[src/hw/pipePkg.sv]
`default_nettype none

package pipePkg;

	localparam int dataWidth = 32;
	localparam int regAddrWidth = 5;
	localparam int regCount = 2 ** regAddrWidth;
	localparam int ramAddrWidth = 4;
	localparam int ramDepth = 16;

	localparam int opMsb = 31;
	localparam int opLsb = 26;
	localparam int rsMsb = 25;
	localparam int rsLsb = 21;
	localparam int rtMsb = 20;
	localparam int rtLsb = 16;
	localparam int rdMsb = 15;
	localparam int rdLsb = 11;
	localparam int immMsb = 15;
	localparam int immLsb = 0;

	localparam logic [dataWidth-1:0] nopInstr = '0;

	typedef enum logic [5:0] {
		opNop = 6'd0,
		opAdd,
		opSub,
		opAnd,
		opOr,
		opAddi,
		opLw,
		opSw,
		opBeq
	} opcodeT;

	typedef enum logic [1:0] {
		fwdNone = 2'd0,
		fwdMem,
		fwdWb
	} fwdSelT;

endpackage

`default_nettype wire

[src/hw/fetchPort.sv]
`default_nettype none
`timescale 1ns/1ps

module fetchPort (
	input  logic                          clk,
	input  logic                          rst,
	input  logic                          fetchAck,
	input  logic [pipePkg::dataWidth-1:0] fetchInstr,
	input  logic                          freezeFront,
	input  logic                          freezeAll,
	input  logic                          brTaken,
	input  logic [pipePkg::dataWidth-1:0] brTarget,
	output logic                          fetchReq,
	output logic [pipePkg::dataWidth-1:0] fetchAddr,
	output logic [pipePkg::dataWidth-1:0] idInstr,
	output logic [pipePkg::dataWidth-1:0] idPc,
	output logic                          fetchWait
);
	import pipePkg::*;

	logic advance;
	logic capture;
	logic takeNow;
	logic brPend;
	logic [dataWidth-1:0] brPendTarget;

	assign advance = !freezeFront && !freezeAll;
	assign capture = fetchReq && fetchAck && advance;
	assign takeNow = brTaken && advance; // Branch leaves decode
	assign fetchWait = !(fetchReq && fetchAck);

	always_ff @(posedge clk) begin
		if (!rst) begin
			fetchReq <= 1'b0;
			fetchAddr <= '0;
			brPend <= 1'b0;
			idInstr <= nopInstr;
		end else begin
			if (capture) begin
				fetchReq <= 1'b0;
				brPend <= 1'b0;
				// Delay slot is being captured, so redirect what follows it
				if (brPend)
					fetchAddr <= brPendTarget;
				else if (takeNow)
					fetchAddr <= brTarget;
				else
					fetchAddr <= fetchAddr + dataWidth'(4);
			end else begin
				if (!fetchReq && !fetchAck)
					fetchReq <= 1'b1; // New phase once ack is low
				if (takeNow)
					brPend <= 1'b1;
			end
			if (capture)
				idInstr <= fetchInstr;
			else if (advance)
				idInstr <= nopInstr; // Bubble while waiting
		end
	end

	always_ff @(posedge clk) begin
		if (capture)
			idPc <= fetchAddr;
		if (takeNow)
			brPendTarget <= brTarget;
	end

	assert property (@(posedge clk) disable iff (!rst)
		fetchReq |=> !fetchReq || $stable(fetchAddr));

endmodule

`default_nettype wire

[src/hw/decodeStage.sv]
`default_nettype none
`timescale 1ns/1ps

module decodeStage (
	input  logic                             clk,
	input  logic                             rst,
	input  logic [pipePkg::dataWidth-1:0]    idInstr,
	input  logic [pipePkg::dataWidth-1:0]    idPc,
	input  logic                             wbWe,
	input  logic [pipePkg::regAddrWidth-1:0] wbReg,
	input  logic [pipePkg::dataWidth-1:0]    wbData,
	input  logic [pipePkg::dataWidth-1:0]    memResult,
	input  logic                             brFwdA,
	input  logic                             brFwdB,
	input  logic                             bubble,
	input  logic                             freezeAll,
	output logic                             brTaken,
	output logic [pipePkg::dataWidth-1:0]    brTarget,
	output logic [pipePkg::regAddrWidth-1:0] idRs,
	output logic [pipePkg::regAddrWidth-1:0] idRt,
	output logic                             isBranch,
	output pipePkg::opcodeT                  exOp,
	output logic [pipePkg::regAddrWidth-1:0] exRs,
	output logic [pipePkg::regAddrWidth-1:0] exRt,
	output logic [pipePkg::regAddrWidth-1:0] exDest,
	output logic [pipePkg::dataWidth-1:0]    exA,
	output logic [pipePkg::dataWidth-1:0]    exB,
	output logic [pipePkg::dataWidth-1:0]    exImm
);
	import pipePkg::*;

	logic [dataWidth-1:0] regFile [regCount];
	logic [opMsb-opLsb:0] rawOp;
	opcodeT idOp;
	logic [regAddrWidth-1:0] idRd;
	logic [regAddrWidth-1:0] idDest;
	logic [dataWidth-1:0] idImm;
	logic [dataWidth-1:0] rfA;
	logic [dataWidth-1:0] rfB;
	logic [dataWidth-1:0] brA;
	logic [dataWidth-1:0] brB;

	assign rawOp = idInstr[opMsb:opLsb];
	assign idOp = (rawOp <= opBeq) ? opcodeT'(rawOp) : opNop; // Unknown acts as NOP
	assign idRs = idInstr[rsMsb:rsLsb];
	assign idRt = idInstr[rtMsb:rtLsb];
	assign idRd = idInstr[rdMsb:rdLsb];
	assign idImm = {{(dataWidth - immMsb - 1){idInstr[immMsb]}}, idInstr[immMsb:immLsb]};
	assign isBranch = idOp == opBeq;

	always_comb begin
		case (idOp)
			opAdd, opSub, opAnd, opOr: idDest = idRd;
			opAddi, opLw: idDest = idRt;
			default: idDest = '0;
		endcase
	end

	// Write-first reads
	assign rfA = (idRs == '0) ? '0 : (wbWe && wbReg == idRs) ? wbData : regFile[idRs];
	assign rfB = (idRt == '0) ? '0 : (wbWe && wbReg == idRt) ? wbData : regFile[idRt];

	assign brA = brFwdA ? memResult : rfA;
	assign brB = brFwdB ? memResult : rfB;
	assign brTaken = isBranch && (brA == brB);
	assign brTarget = idPc + dataWidth'(4) + (idImm << 2); // Relative to delay slot

	always_ff @(posedge clk) begin
		if (!rst) begin
			for (int i = 0; i < regCount; i++)
				regFile[i] <= '0;
		end else if (wbWe) begin
			regFile[wbReg] <= wbData;
		end
	end

	always_ff @(posedge clk) begin
		if (!rst) begin
			exOp <= opNop;
			exRs <= '0;
			exRt <= '0;
			exDest <= '0;
		end else if (!freezeAll) begin
			if (bubble) begin
				exOp <= opNop;
				exRs <= '0;
				exRt <= '0;
				exDest <= '0;
			end else begin
				exOp <= idOp;
				exRs <= idRs;
				exRt <= idRt;
				exDest <= idDest;
			end
		end
	end

	always_ff @(posedge clk) begin
		if (!freezeAll) begin
			exA <= rfA;
			exB <= rfB;
			exImm <= idImm;
		end
	end

endmodule

`default_nettype wire

[src/hw/bypassUnit.sv]
`default_nettype none
`timescale 1ns/1ps

module bypassUnit (
	input  logic [pipePkg::regAddrWidth-1:0] exRs,
	input  logic [pipePkg::regAddrWidth-1:0] exRt,
	input  logic [pipePkg::regAddrWidth-1:0] idRs,
	input  logic [pipePkg::regAddrWidth-1:0] idRt,
	input  logic                             isBranch,
	input  logic                             memWe,
	input  logic [pipePkg::regAddrWidth-1:0] memDest,
	input  logic                             wbWe,
	input  logic [pipePkg::regAddrWidth-1:0] wbDest,
	output pipePkg::fwdSelT                  fwdA,
	output pipePkg::fwdSelT                  fwdB,
	output logic                             brFwdA,
	output logic                             brFwdB
);
	import pipePkg::*;

	logic memLive;
	logic wbLive;

	assign memLive = memWe && memDest != '0;
	assign wbLive = wbWe && wbDest != '0;

	// Memory stage is younger, so it wins
	assign fwdA = (memLive && memDest == exRs) ? fwdMem :
		(wbLive && wbDest == exRs) ? fwdWb : fwdNone;
	assign fwdB = (memLive && memDest == exRt) ? fwdMem :
		(wbLive && wbDest == exRt) ? fwdWb : fwdNone;

	// Loads in memory are stalled instead
	assign brFwdA = isBranch && memLive && memDest == idRs;
	assign brFwdB = isBranch && memLive && memDest == idRt;

endmodule

`default_nettype wire

[src/hw/stallUnit.sv]
`default_nettype none
`timescale 1ns/1ps

module stallUnit (
	input  logic                             clk,
	input  logic                             rst,
	input  logic [pipePkg::regAddrWidth-1:0] idRs,
	input  logic [pipePkg::regAddrWidth-1:0] idRt,
	input  logic                             isBranch,
	input  pipePkg::opcodeT                  exOp,
	input  logic [pipePkg::regAddrWidth-1:0] exDest,
	input  logic                             memIsLoad,
	input  logic [pipePkg::regAddrWidth-1:0] memDest,
	input  logic                             fetchWait,
	input  logic                             wbWe,
	input  logic                             retireFull,
	output logic                             freezeFront,
	output logic                             bubble,
	output logic                             freezeAll
);
	import pipePkg::*;

	typedef enum logic {retireFree, retireBusy} retireStateT;

	retireStateT state;
	retireStateT nextState;
	logic exMatch;
	logic memMatch;
	logic loadUse;
	logic brExHazard;
	logic brLoadHazard;
	logic hazard;

	assign exMatch = exDest != '0 && (exDest == idRs || exDest == idRt);
	assign memMatch = memDest != '0 && (memDest == idRs || memDest == idRt);
	assign loadUse = exOp == opLw && exMatch;
	assign brExHazard = isBranch && exMatch; // Result not computed yet
	assign brLoadHazard = isBranch && memIsLoad && memMatch;
	assign hazard = loadUse || brExHazard || brLoadHazard;

	always_ff @(posedge clk) begin
		if (!rst)
			state <= retireFree;
		else
			state <= nextState;
	end

	always_comb begin
		case (state)
			retireFree: nextState = (wbWe && retireFull) ? retireBusy : retireFree;
			retireBusy: nextState = retireFull ? retireBusy : retireFree;
			default: nextState = retireFree;
		endcase
	end

	assign freezeAll = retireFull && (state == retireBusy || wbWe);
	assign freezeFront = hazard;
	assign bubble = hazard && !freezeAll;

	assert property (@(posedge clk) disable iff (!rst)
		freezeAll |-> !bubble);

	// NOP from a missed fetch never stalls on r0
	assert property (@(posedge clk) disable iff (!rst)
		fetchWait && !freezeFront && !freezeAll |=> !freezeFront);

endmodule

`default_nettype wire

[src/hw/executeMemory.sv]
`default_nettype none
`timescale 1ns/1ps

module executeMemory (
	input  logic                             clk,
	input  logic                             rst,
	input  pipePkg::opcodeT                  exOp,
	input  logic [pipePkg::regAddrWidth-1:0] exDest,
	input  logic [pipePkg::dataWidth-1:0]    exA,
	input  logic [pipePkg::dataWidth-1:0]    exB,
	input  logic [pipePkg::dataWidth-1:0]    exImm,
	input  pipePkg::fwdSelT                  fwdA,
	input  pipePkg::fwdSelT                  fwdB,
	input  logic                             freezeAll,
	output logic                             memWe,
	output logic [pipePkg::regAddrWidth-1:0] memDest,
	output logic [pipePkg::dataWidth-1:0]    memResult,
	output logic                             memIsLoad,
	output logic                             wbWe,
	output logic [pipePkg::regAddrWidth-1:0] wbReg,
	output logic [pipePkg::dataWidth-1:0]    wbData
);
	import pipePkg::*;

	logic [dataWidth-1:0] dataRam [ramDepth];
	logic [dataWidth-1:0] opA;
	logic [dataWidth-1:0] opB;
	logic [dataWidth-1:0] aluOut;
	opcodeT memOp;
	logic [dataWidth-1:0] memAlu;
	logic [dataWidth-1:0] memStore;
	logic [ramAddrWidth-1:0] ramAddr;

	assign opA = (fwdA == fwdMem) ? memResult : (fwdA == fwdWb) ? wbData : exA;
	assign opB = (fwdB == fwdMem) ? memResult : (fwdB == fwdWb) ? wbData : exB;

	always_comb begin
		case (exOp)
			opAdd: aluOut = opA + opB;
			opSub: aluOut = opA - opB;
			opAnd: aluOut = opA & opB;
			opOr: aluOut = opA | opB;
			opAddi, opLw, opSw: aluOut = opA + exImm; // Also the RAM address
			default: aluOut = '0;
		endcase
	end

	always_ff @(posedge clk) begin
		if (!rst) begin
			memOp <= opNop;
			memWe <= 1'b0;
			memDest <= '0;
		end else if (!freezeAll) begin
			memOp <= exOp;
			memWe <= exDest != '0; // Only writers carry a dest
			memDest <= exDest;
		end
	end

	always_ff @(posedge clk) begin
		if (!freezeAll) begin
			memAlu <= aluOut;
			memStore <= opB;
		end
	end

	assign ramAddr = memAlu[ramAddrWidth-1:0]; // Word index
	assign memIsLoad = memOp == opLw;
	assign memResult = memIsLoad ? dataRam[ramAddr] : memAlu;

	always_ff @(posedge clk) begin
		if (!rst) begin
			for (int i = 0; i < ramDepth; i++)
				dataRam[i] <= '0;
		end else if (memOp == opSw && !freezeAll) begin
			dataRam[ramAddr] <= memStore;
		end
	end

	always_ff @(posedge clk) begin
		if (!rst)
			wbWe <= 1'b0;
		else if (!freezeAll)
			wbWe <= memWe;
	end

	always_ff @(posedge clk) begin
		if (!freezeAll) begin
			wbReg <= memDest;
			wbData <= memResult;
		end
	end

endmodule

`default_nettype wire

[src/hw/retirePort.sv]
`default_nettype none
`timescale 1ns/1ps

module retirePort (
	input  logic                             clk,
	input  logic                             rst,
	input  logic                             wbWe,
	input  logic [pipePkg::regAddrWidth-1:0] wbReg,
	input  logic [pipePkg::dataWidth-1:0]    wbData,
	input  logic                             retireAck,
	output logic                             retireReq,
	output logic [pipePkg::regAddrWidth-1:0] retireReg,
	output logic [pipePkg::dataWidth-1:0]    retireData,
	output logic                             retireFull
);
	import pipePkg::*;

	typedef enum logic {retireIdle, retireWaitAck} phaseT;

	phaseT phase;
	logic full;
	logic accept;

	assign accept = wbWe && !full;
	assign retireFull = full;
	assign retireReq = phase == retireWaitAck;

	always_ff @(posedge clk) begin
		if (!rst) begin
			phase <= retireIdle;
			full <= 1'b0;
		end else begin
			case (phase)
				retireIdle:
					if ((full || accept) && !retireAck)
						phase <= retireWaitAck; // Previous ack must be gone
				retireWaitAck:
					if (retireAck)
						phase <= retireIdle;
				default: phase <= retireIdle;
			endcase
			if (accept)
				full <= 1'b1;
			else if (phase == retireWaitAck && retireAck)
				full <= 1'b0;
		end
	end

	always_ff @(posedge clk) begin
		if (accept) begin
			retireReg <= wbReg;
			retireData <= wbData;
		end
	end

	assert property (@(posedge clk) disable iff (!rst)
		retireReq |=> !retireReq || ($stable(retireReg) && $stable(retireData)));

endmodule

`default_nettype wire

[src/hw/pipeCore.sv]
`default_nettype none
`timescale 1ns/1ps

module pipeCore (
	input  logic                             clk,
	input  logic                             rst,
	input  logic                             fetchAck,
	input  logic [pipePkg::dataWidth-1:0]    fetchInstr,
	input  logic                             retireAck,
	output logic                             fetchReq,
	output logic [pipePkg::dataWidth-1:0]    fetchAddr,
	output logic                             retireReq,
	output logic [pipePkg::regAddrWidth-1:0] retireReg,
	output logic [pipePkg::dataWidth-1:0]    retireData
);
	import pipePkg::*;

	logic [dataWidth-1:0] idInstr;
	logic [dataWidth-1:0] idPc;
	logic fetchWait;
	logic freezeFront;
	logic freezeAll;
	logic bubble;
	logic brTaken;
	logic [dataWidth-1:0] brTarget;
	logic [regAddrWidth-1:0] idRs;
	logic [regAddrWidth-1:0] idRt;
	logic isBranch;
	opcodeT exOp;
	logic [regAddrWidth-1:0] exRs;
	logic [regAddrWidth-1:0] exRt;
	logic [regAddrWidth-1:0] exDest;
	logic [dataWidth-1:0] exA;
	logic [dataWidth-1:0] exB;
	logic [dataWidth-1:0] exImm;
	logic brFwdA;
	logic brFwdB;
	fwdSelT fwdA;
	fwdSelT fwdB;
	logic memWe;
	logic [regAddrWidth-1:0] memDest;
	logic [dataWidth-1:0] memResult;
	logic memIsLoad;
	logic wbWe;
	logic [regAddrWidth-1:0] wbReg;
	logic [dataWidth-1:0] wbData;
	logic retireFull;

	fetchPort fetchPort_inst (
		.clk, .rst, .fetchAck, .fetchInstr, .freezeFront, .freezeAll,
		.brTaken, .brTarget, .fetchReq, .fetchAddr, .idInstr, .idPc, .fetchWait
	);

	decodeStage decodeStage_inst (
		.clk, .rst, .idInstr, .idPc, .wbWe, .wbReg, .wbData, .memResult,
		.brFwdA, .brFwdB, .bubble, .freezeAll, .brTaken, .brTarget, .idRs, .idRt,
		.isBranch, .exOp, .exRs, .exRt, .exDest, .exA, .exB, .exImm
	);

	bypassUnit bypassUnit_inst (
		.exRs, .exRt, .idRs, .idRt, .isBranch, .memWe, .memDest, .wbWe,
		.wbDest(wbReg), .fwdA, .fwdB, .brFwdA, .brFwdB
	);

	stallUnit stallUnit_inst (
		.clk, .rst, .idRs, .idRt, .isBranch, .exOp, .exDest, .memIsLoad, .memDest,
		.fetchWait, .wbWe, .retireFull, .freezeFront, .bubble, .freezeAll
	);

	executeMemory executeMemory_inst (
		.clk, .rst, .exOp, .exDest, .exA, .exB, .exImm, .fwdA, .fwdB, .freezeAll,
		.memWe, .memDest, .memResult, .memIsLoad, .wbWe, .wbReg, .wbData
	);

	retirePort retirePort_inst (
		.clk, .rst, .wbWe, .wbReg, .wbData, .retireAck,
		.retireReq, .retireReg, .retireData, .retireFull
	);

endmodule

`default_nettype wire

[config.mk]
export PLATFORM = sky130hd
export DESIGN_NAME = pipeCore
export DESIGN_NICKNAME = d
export VERILOG_FILES = /design/src/hw/pipePkg.sv /design/src/hw/fetchPort.sv /design/src/hw/decodeStage.sv /design/src/hw/bypassUnit.sv /design/src/hw/stallUnit.sv /design/src/hw/executeMemory.sv /design/src/hw/retirePort.sv /design/src/hw/pipeCore.sv
export SDC_FILE = /design/constraint.sdc
export NUM_CORES = 2
export LEC_CHECK = 0
export BUFFER_PORTS_ARGS = -buffer_cell sky130_fd_sc_hd__buf_4
export CAP_MARGIN = 20
export CORE_UTILIZATION = 44
export DETAILED_ROUTE_END_ITERATION = 8
export PLACE_DENSITY_LB_ADDON = 0.05
export SETUP_SLACK_MARGIN = 0.05
export SYNTH_ARGS = -nofsm -noshare
export SYNTH_HDL_FRONTEND = slang
export SYNTH_HIERARCHICAL = 1
export SYNTH_SLANG_ARGS = --single-unit
export TNS_END_PERCENT = 100
[constraint.sdc]
create_clock -name clk -period 9.9 [get_ports clk]
set_input_delay 1.485 -clock clk [delete_from_list [all_inputs] [get_ports clk]]
set_output_delay 1.485 -clock clk [all_outputs]
set_load 0.01 [all_outputs]
* Word level (Yosys, flattened, before mapping) *
Memories as Yosys holds them, arrays and structs flattened. A register that Yosys moved wholly into a read port is not among the register bits.
Index checks and enable logic that the tools add are counted.

operators by class
  bitwise logic cells = 5
  magnitude comparators = 1
  $add $sub $neg = 6
  reduce and logical (&&, ||, !) cells = 55
  muxes and demuxes = 52
  equal/unequal tests = 31

operators by type and width
  operator                                             count
  two-way mux 32 bit                                   17
  case mux 32 bit (5 select lines)                     1
  adder 32 bit                                         3
  adder 32 x 3 -> 32 bit, second input constant        2
  OR reduction 32 bit                                  2
  equality test 6 x 3 -> 1 bit, second input constant  9
  equality test 5 bit                                  10
  two-way mux 5 bit                                    8
  AND 32 bit                                           1
  equality test 32 bit                                 1
  OR 32 bit                                            1
  subtractor 32 bit                                    1
  logical AND 1 bit                                    30
  equality test 6 x 2 -> 1 bit, second input constant  4
  two-way mux 1 bit                                    15
  nonzero test 5 bit                                   3
  equality test 6 x 1 -> 1 bit, second input constant  2
  two-way mux 6 bit                                    2
  zero test 5 bit                                      2
  case mux 5 bit (2 select lines)                      1
  two-way mux 2 bit                                    4
  two-way mux 4 bit                                    2
  equality test 6 x 4 -> 1 bit, second input constant  1
  <= comparator 6 x 4 -> 1 bit, second input constant  1
  10 further kinds                                     27

word-level totals
  input bits = 36
  output and inout bits = 71
  register bits after elaboration = 385
  word-level logic and storage cells = 178
  memories = 2
  memory bits (writable) = 1536

memory list
  name                        words  width  read ports  clocked after memory_dff  write ports  RTL line             text
  decodeStage_inst.regFile    32     32     2           2                         32           decodeStage.sv:32    logic [dataWidth-1:0] regFile [regCount];
  executeMemory_inst.dataRam  16     32     1           1                         16           executeMemory.sv:25  logic [dataWidth-1:0] dataRam [ramDepth];

* Longest topological paths before layout *
  word-level depth = 12
  mapped depth = 32

* By module *
Netlist, hierarchy kept.

modules (own cells, without submodules)
  module         instances  sequential area each (sq um)  cells each  area each (sq um)
  decodeStage    1          33572.2                       4515        63060.5
  executeMemory  1          18748.0                       2534        32615.0
  fetchPort      1          3243.1                        459         5293.8
  retirePort     1          1151.1                        44          1193.6
  bypassUnit     1          0.0                           54          420.4
  stallUnit      1          20.0                          45          332.8

* Least setup slack after synthesis *
OpenSTA, ideal clock, no wires.

  path kind = register -> register
  start = reg executeMemory_inst/memDest[4] (netlist name)
  end = reg executeMemory_inst.memAlu[31] (data pin)
  setup time = 0.158 ns
  data required time = 9.742 ns
  slack = 2.236 ns
  buffers on the path = 6
  arrival time = 7.506 ns
  cell stages (with the launch flop) = 32
  cell sequence = dfxtp_1 buf_2 or4_4 o21ai_2 nor4_1 nor4_2 clkbuf_1 buf_1 buf_1 clkbuf_1 clkbuf_1 mux2_2 a21oi_1 ha_1 and2_1 nand4_1 nor3_1 xnor2_1 o221ai_1 ha_1 a21o_1 a21o_1 a21oi_1 o21ai_0 o311a_1 nor2_1 a21oi_1 a41o_1 a21oi_1 o21ai_0 xnor3_1 o211ai_1

on the way
  cells in the longest elaborated chain, start to end = 9
  elaborated cells on any way between the ends = 22
  classes of those cells = 3 x add/sub; 6 x eq/ne; 7 x mux; 2 x bitwise; 4 x reduce/logical

RTL lines
  item                                             RTL line             text
  start: declaration                               executeMemory.sv:16  output logic [pipePkg::regAddrWidth-1:0] memDest,
  start signal: assignment                         executeMemory.sv:56  memDest <= exDest;
  nonzero test 5 bit                               bypassUnit.sv:24     assign memLive = memWe && memDest != '0;
  logical AND 1 bit                                bypassUnit.sv:24
  logical AND 1 bit (*)                            bypassUnit.sv:30     assign fwdB = (memLive && memDest == exRt) ? fwdMem :
  two-way mux 2 bit (*)                            bypassUnit.sv:30
  via fwdB[0]                                      pipeCore.sv:39       fwdSelT fwdB;
  equality test 2 bit                              executeMemory.sv:35  assign opB = (fwdB == fwdMem) ? memResult : (fwdB == fwdWb) ? wbData : exB;
  two-way mux 32 bit                               executeMemory.sv:35
  two-way mux 32 bit (*)                           executeMemory.sv:35
  subtractor 32 bit, or another cell as far along  executeMemory.sv:40  opSub: aluOut = opA - opB;
  case mux 32 bit (5 select lines) (*)             executeMemory.sv:38  case (exOp)
  via executeMemory_inst.aluOut[31]                executeMemory.sv:28  logic [dataWidth-1:0] aluOut;
  end signal: assignment                           executeMemory.sv:62  memAlu <= aluOut;
  end: declaration                                 executeMemory.sv:30  logic [dataWidth-1:0] memAlu;

The timed path passes the listed nets; every way through them passes the cells marked *.
A chain may end at the register's enable or synchronous reset.

* Worst setup path after layout *
  start = reg executeMemory_inst/memDest[1] (netlist name)
  end = reg executeMemory_inst.memAlu[28] (data pin)

The elaborated chain is that of the path after synthesis.

==> flow_metrics.env <==
export IMPL_cts_sinks=1925
export IMPL_cts_root_buf="clkbuf_16"
export IMPL_numCtsBuffers=216
export IMPL_post_cts_buffers=0
export IMPL_fin_setup_tns_ns=0
export IMPL_path_cells="or4_4 -> o21ai_2 -> nor4_2 -> buf_4 -> inv_1 -> nor2_1 -> buf_6 -> a222oi_1 -> nand4_1 -> nor4_4 -> nand2_1 -> xnor2_1 -> o21ai_0 -> ha_1 -> nand4_1 -> a2111oi_0 -> o21ai_0 -> o31ai_1 -> nand2_1 -> a31o_2 -> xor2_1 -> nor2_1 -> a221o_1"
export IMPL_maxSlewViolCount=0
export IMPL_tightest_slew_ns=1.243
export IMPL_multi_input_area_sq_um=43080
export IMPL_crit_path_end_kind="register"
export IMPL_run_status="finished, final reports clean"
export IMPL_fin_util_pct=49.07
export IMPL_critPathLaunchType="register"
export IMPL_fmax_mhz=115.6
export IMPL_avgViaCountPerCell=6.550
export IMPL_register_area_sq_um=56770
export IMPL_holdPathStages=0
export IMPL_cap_violations=0
export IMPL_hpwl_mm=261.1
export IMPL_drc=0
export IMPL_grt_ovfl_total=0
export IMPL_place_gp_congestion=0.9472
export IMPL_grt_max_degree=81
export IMPL_floorplan_rows=177
export IMPL_nFillCells=20110
export IMPL_power_density_nw_per_um2=160.9
export IMPL_r2r_end="executeMemory_inst/memAlu[28]"
export IMPL_die_area_sq_um=235800
export IMPL_arrival_ns=9.30
export IMPL_path_max_fanout=31
export IMPL_peakVddDrop_mv=0.1553
export IMPL_start_util_pct=44.26
export IMPL_grt_pass1_wl_mm=553.8
export IMPL_synth_area_sq_um=102900
export IMPL_port_buffers=106
export IMPL_syn_to_final_growth_pct=10.88
export IMPL_rsz0062_at_grt="false"
export IMPL_skew_ns=0.04105
export IMPL_finalInstanceArea_sq_um=114100
export IMPL_worstHoldStart="fetchPort_inst/idPc[1]"
export IMPL_nets=7711
export IMPL_insertion_delay_ns=0.91
export IMPL_wl_per_cell_um=37.18
export IMPL_clkTransAtPathRegs_ns=0.07
export IMPL_clock_path_buffers=3
export IMPL_slew_headroom_pct=14.99
export IMPL_drive_above_1_share_pct=19.36
export IMPL_avgSynthCellArea_sq_um=13.45
export IMPL_timing_rr_start="executeMemory_inst/memDest[1]"
export IMPL_critPathBufInv=3
export IMPL_cts_hold_buf=0
export IMPL_routed_wl_mm=401.7
export IMPL_hold_path_end="fetchPort_inst/brPendTarget[1]"
export IMPL_syn_nets=7784
export IMPL_min_period_ns=8.647
export IMPL_critical_path_top_delay_family="compound AO/OA/AOI/OAI gates"
export IMPL_cts_max_level=4
export IMPL_firstDrtPassIters=6
export IMPL_die_x_um=485.6
export IMPL_setup_viol=0
export IMPL_dpl_cell_area_sq_um=107300
export IMPL_min_path_type="reg -> reg"
export IMPL_cts_resized_gates=0
export IMPL_r2r_cells=23
export IMPL_core_area_sq_um=232500
export IMPL_critPathMaxStageDelay_ns=0.99
export IMPL_grt_use_total_pct=33.61
export IMPL_ant_nets=0
export IMPL_cts_tree="built"
export IMPL_cp_required_ns=10.55
export IMPL_yosysWarnings=6
export IMPL_postSynthCellCount=7650
export IMPL_period_share_pct=87.35
export IMPL_hold_violations=0
export IMPL_fp_dieH_um=485.6
export IMPL_antenna_found_initial=30
export IMPL_power_leakage_uw=0.03970
export IMPL_cpMaxStageDelayCell="a2111oi_0"
export IMPL_first_iter_violations=9472
export IMPL_dr_total_vias=70770
export IMPL_io_pins=107
export IMPL_crit_type="reg -> reg"
export IMPL_r2r_setup_slack_ns=1.25
export IMPL_grt_pass1_vias=67930
==> metal layers <==
layer  routed length, um  track usage (%)
met4               19860            14.82
met2              179900            50.98
met1              165900            47.21
met3               35930            6.039
met5                  51                0
==> worst max-delay path by stage <==
stage / from / end / slack [ns] / cells past startpoint
after detailed placement: executeMemory_inst/memDest[1] / executeMemory_inst/memAlu[28] / 1.45 / 22
after global routing: register / fetchPort_inst/fetchAddr[15] / 0.83 / 24
after floorplan: executeMemory_inst/memDest[4] / executeMemory_inst/memAlu[31] / 2.24 / 31
after CTS: executeMemory_inst/memDest[1] / executeMemory_inst/memAlu[28] / 1.43 / 22
after global placement: executeMemory_inst/memDest[1] / executeMemory_inst/memAlu[28] / 1.70 / 22
final: executeMemory_inst/memDest[1] / executeMemory_inst/memAlu[28] / 1.25 / 23
==> layout make-up <==
class	instances	share of cell area [%]
sequential	1925	49.75
multi-input combinational	4920	37.75
clock buffer	263	4.984
tap	3043	3.337
timing repair buffer	406	2.888
clock inverter	131	0.9068
inverter	108	0.3586
antenna	9	0.01974
==> sequential cells by signal, indices dropped and copies added, names as in the netlist, 5 cells and up, named ones only <==
| register | cells |
|---|---|
| executeMemory_inst/wbReg | 5 |
| executeMemory_inst/memAlu | 32 |
| fetchPort_inst/brPendTarget | 32 |
| decodeStage_inst/exRs | 5 |
| decodeStage_inst/exImm | 16 |
| executeMemory_inst/memStore | 32 |
| fetchPort_inst/idInstr | 32 |
| executeMemory_inst/wbData | 32 |
| executeMemory_inst/memOp | 6 |
| retirePort_inst/retireReg | 5 |
| decodeStage_inst/regFile | 1024 |
| decodeStage_inst/exOp | 6 |
| decodeStage_inst/exDest | 5 |
| decodeStage_inst/exB | 32 |
| decodeStage_inst/exRt | 5 |
| fetchPort_inst/fetchAddr | 32 |
| decodeStage_inst/exA | 32 |
| retirePort_inst/retireData | 32 |
| fetchPort_inst/idPc | 32 |
| executeMemory_inst/memDest | 5 |
| executeMemory_inst/dataRam | 512 |
==> power by group <==
part,total [uW],internal [uW],switching [uW]
combinational,1250,432,821
sequential,9290,9130,160
clock,7820,4360,3460
total,18400,13900,4440
==> placed cells by master (no fill, tap or decap), types with 196 or more instances in the layout <==
| master | n |
|---|---|
| a21oi_1 | 214 |
| mux2i_1 | 335 |
| nand2_1 | 253 |
| and2_1 | 1368 |
| edfxtp_1 | 1818 |
| buf_4 | 383 |
| clkbuf_16 | 220 |
| mux4_2 | 507 |
| nor3_1 | 243 |
| a22oi_1 | 196 |
==> through the flow <==
| step | hold slack, ns | total power, uW | setup WS (ns) | std cells |
|---|---|---|---|---|
| final | 0.4577 | 18360 | 1.253 | 10810 |
| after global routing | 0.4681 | 18820 | 0.8266 | 10800 |
| after CTS | 0.4557 | 18430 | 1.433 | 10790 |
| after detailed placement | 0.4413 | 10680 | 1.448 | 10400 |
| after global placement | 0.4475 | 10670 | 1.702 | 10400 |
| after floorplan | 0.4305 | 10130 | 2.236 | 7650 |
Power figures use the tool's default switching activity.
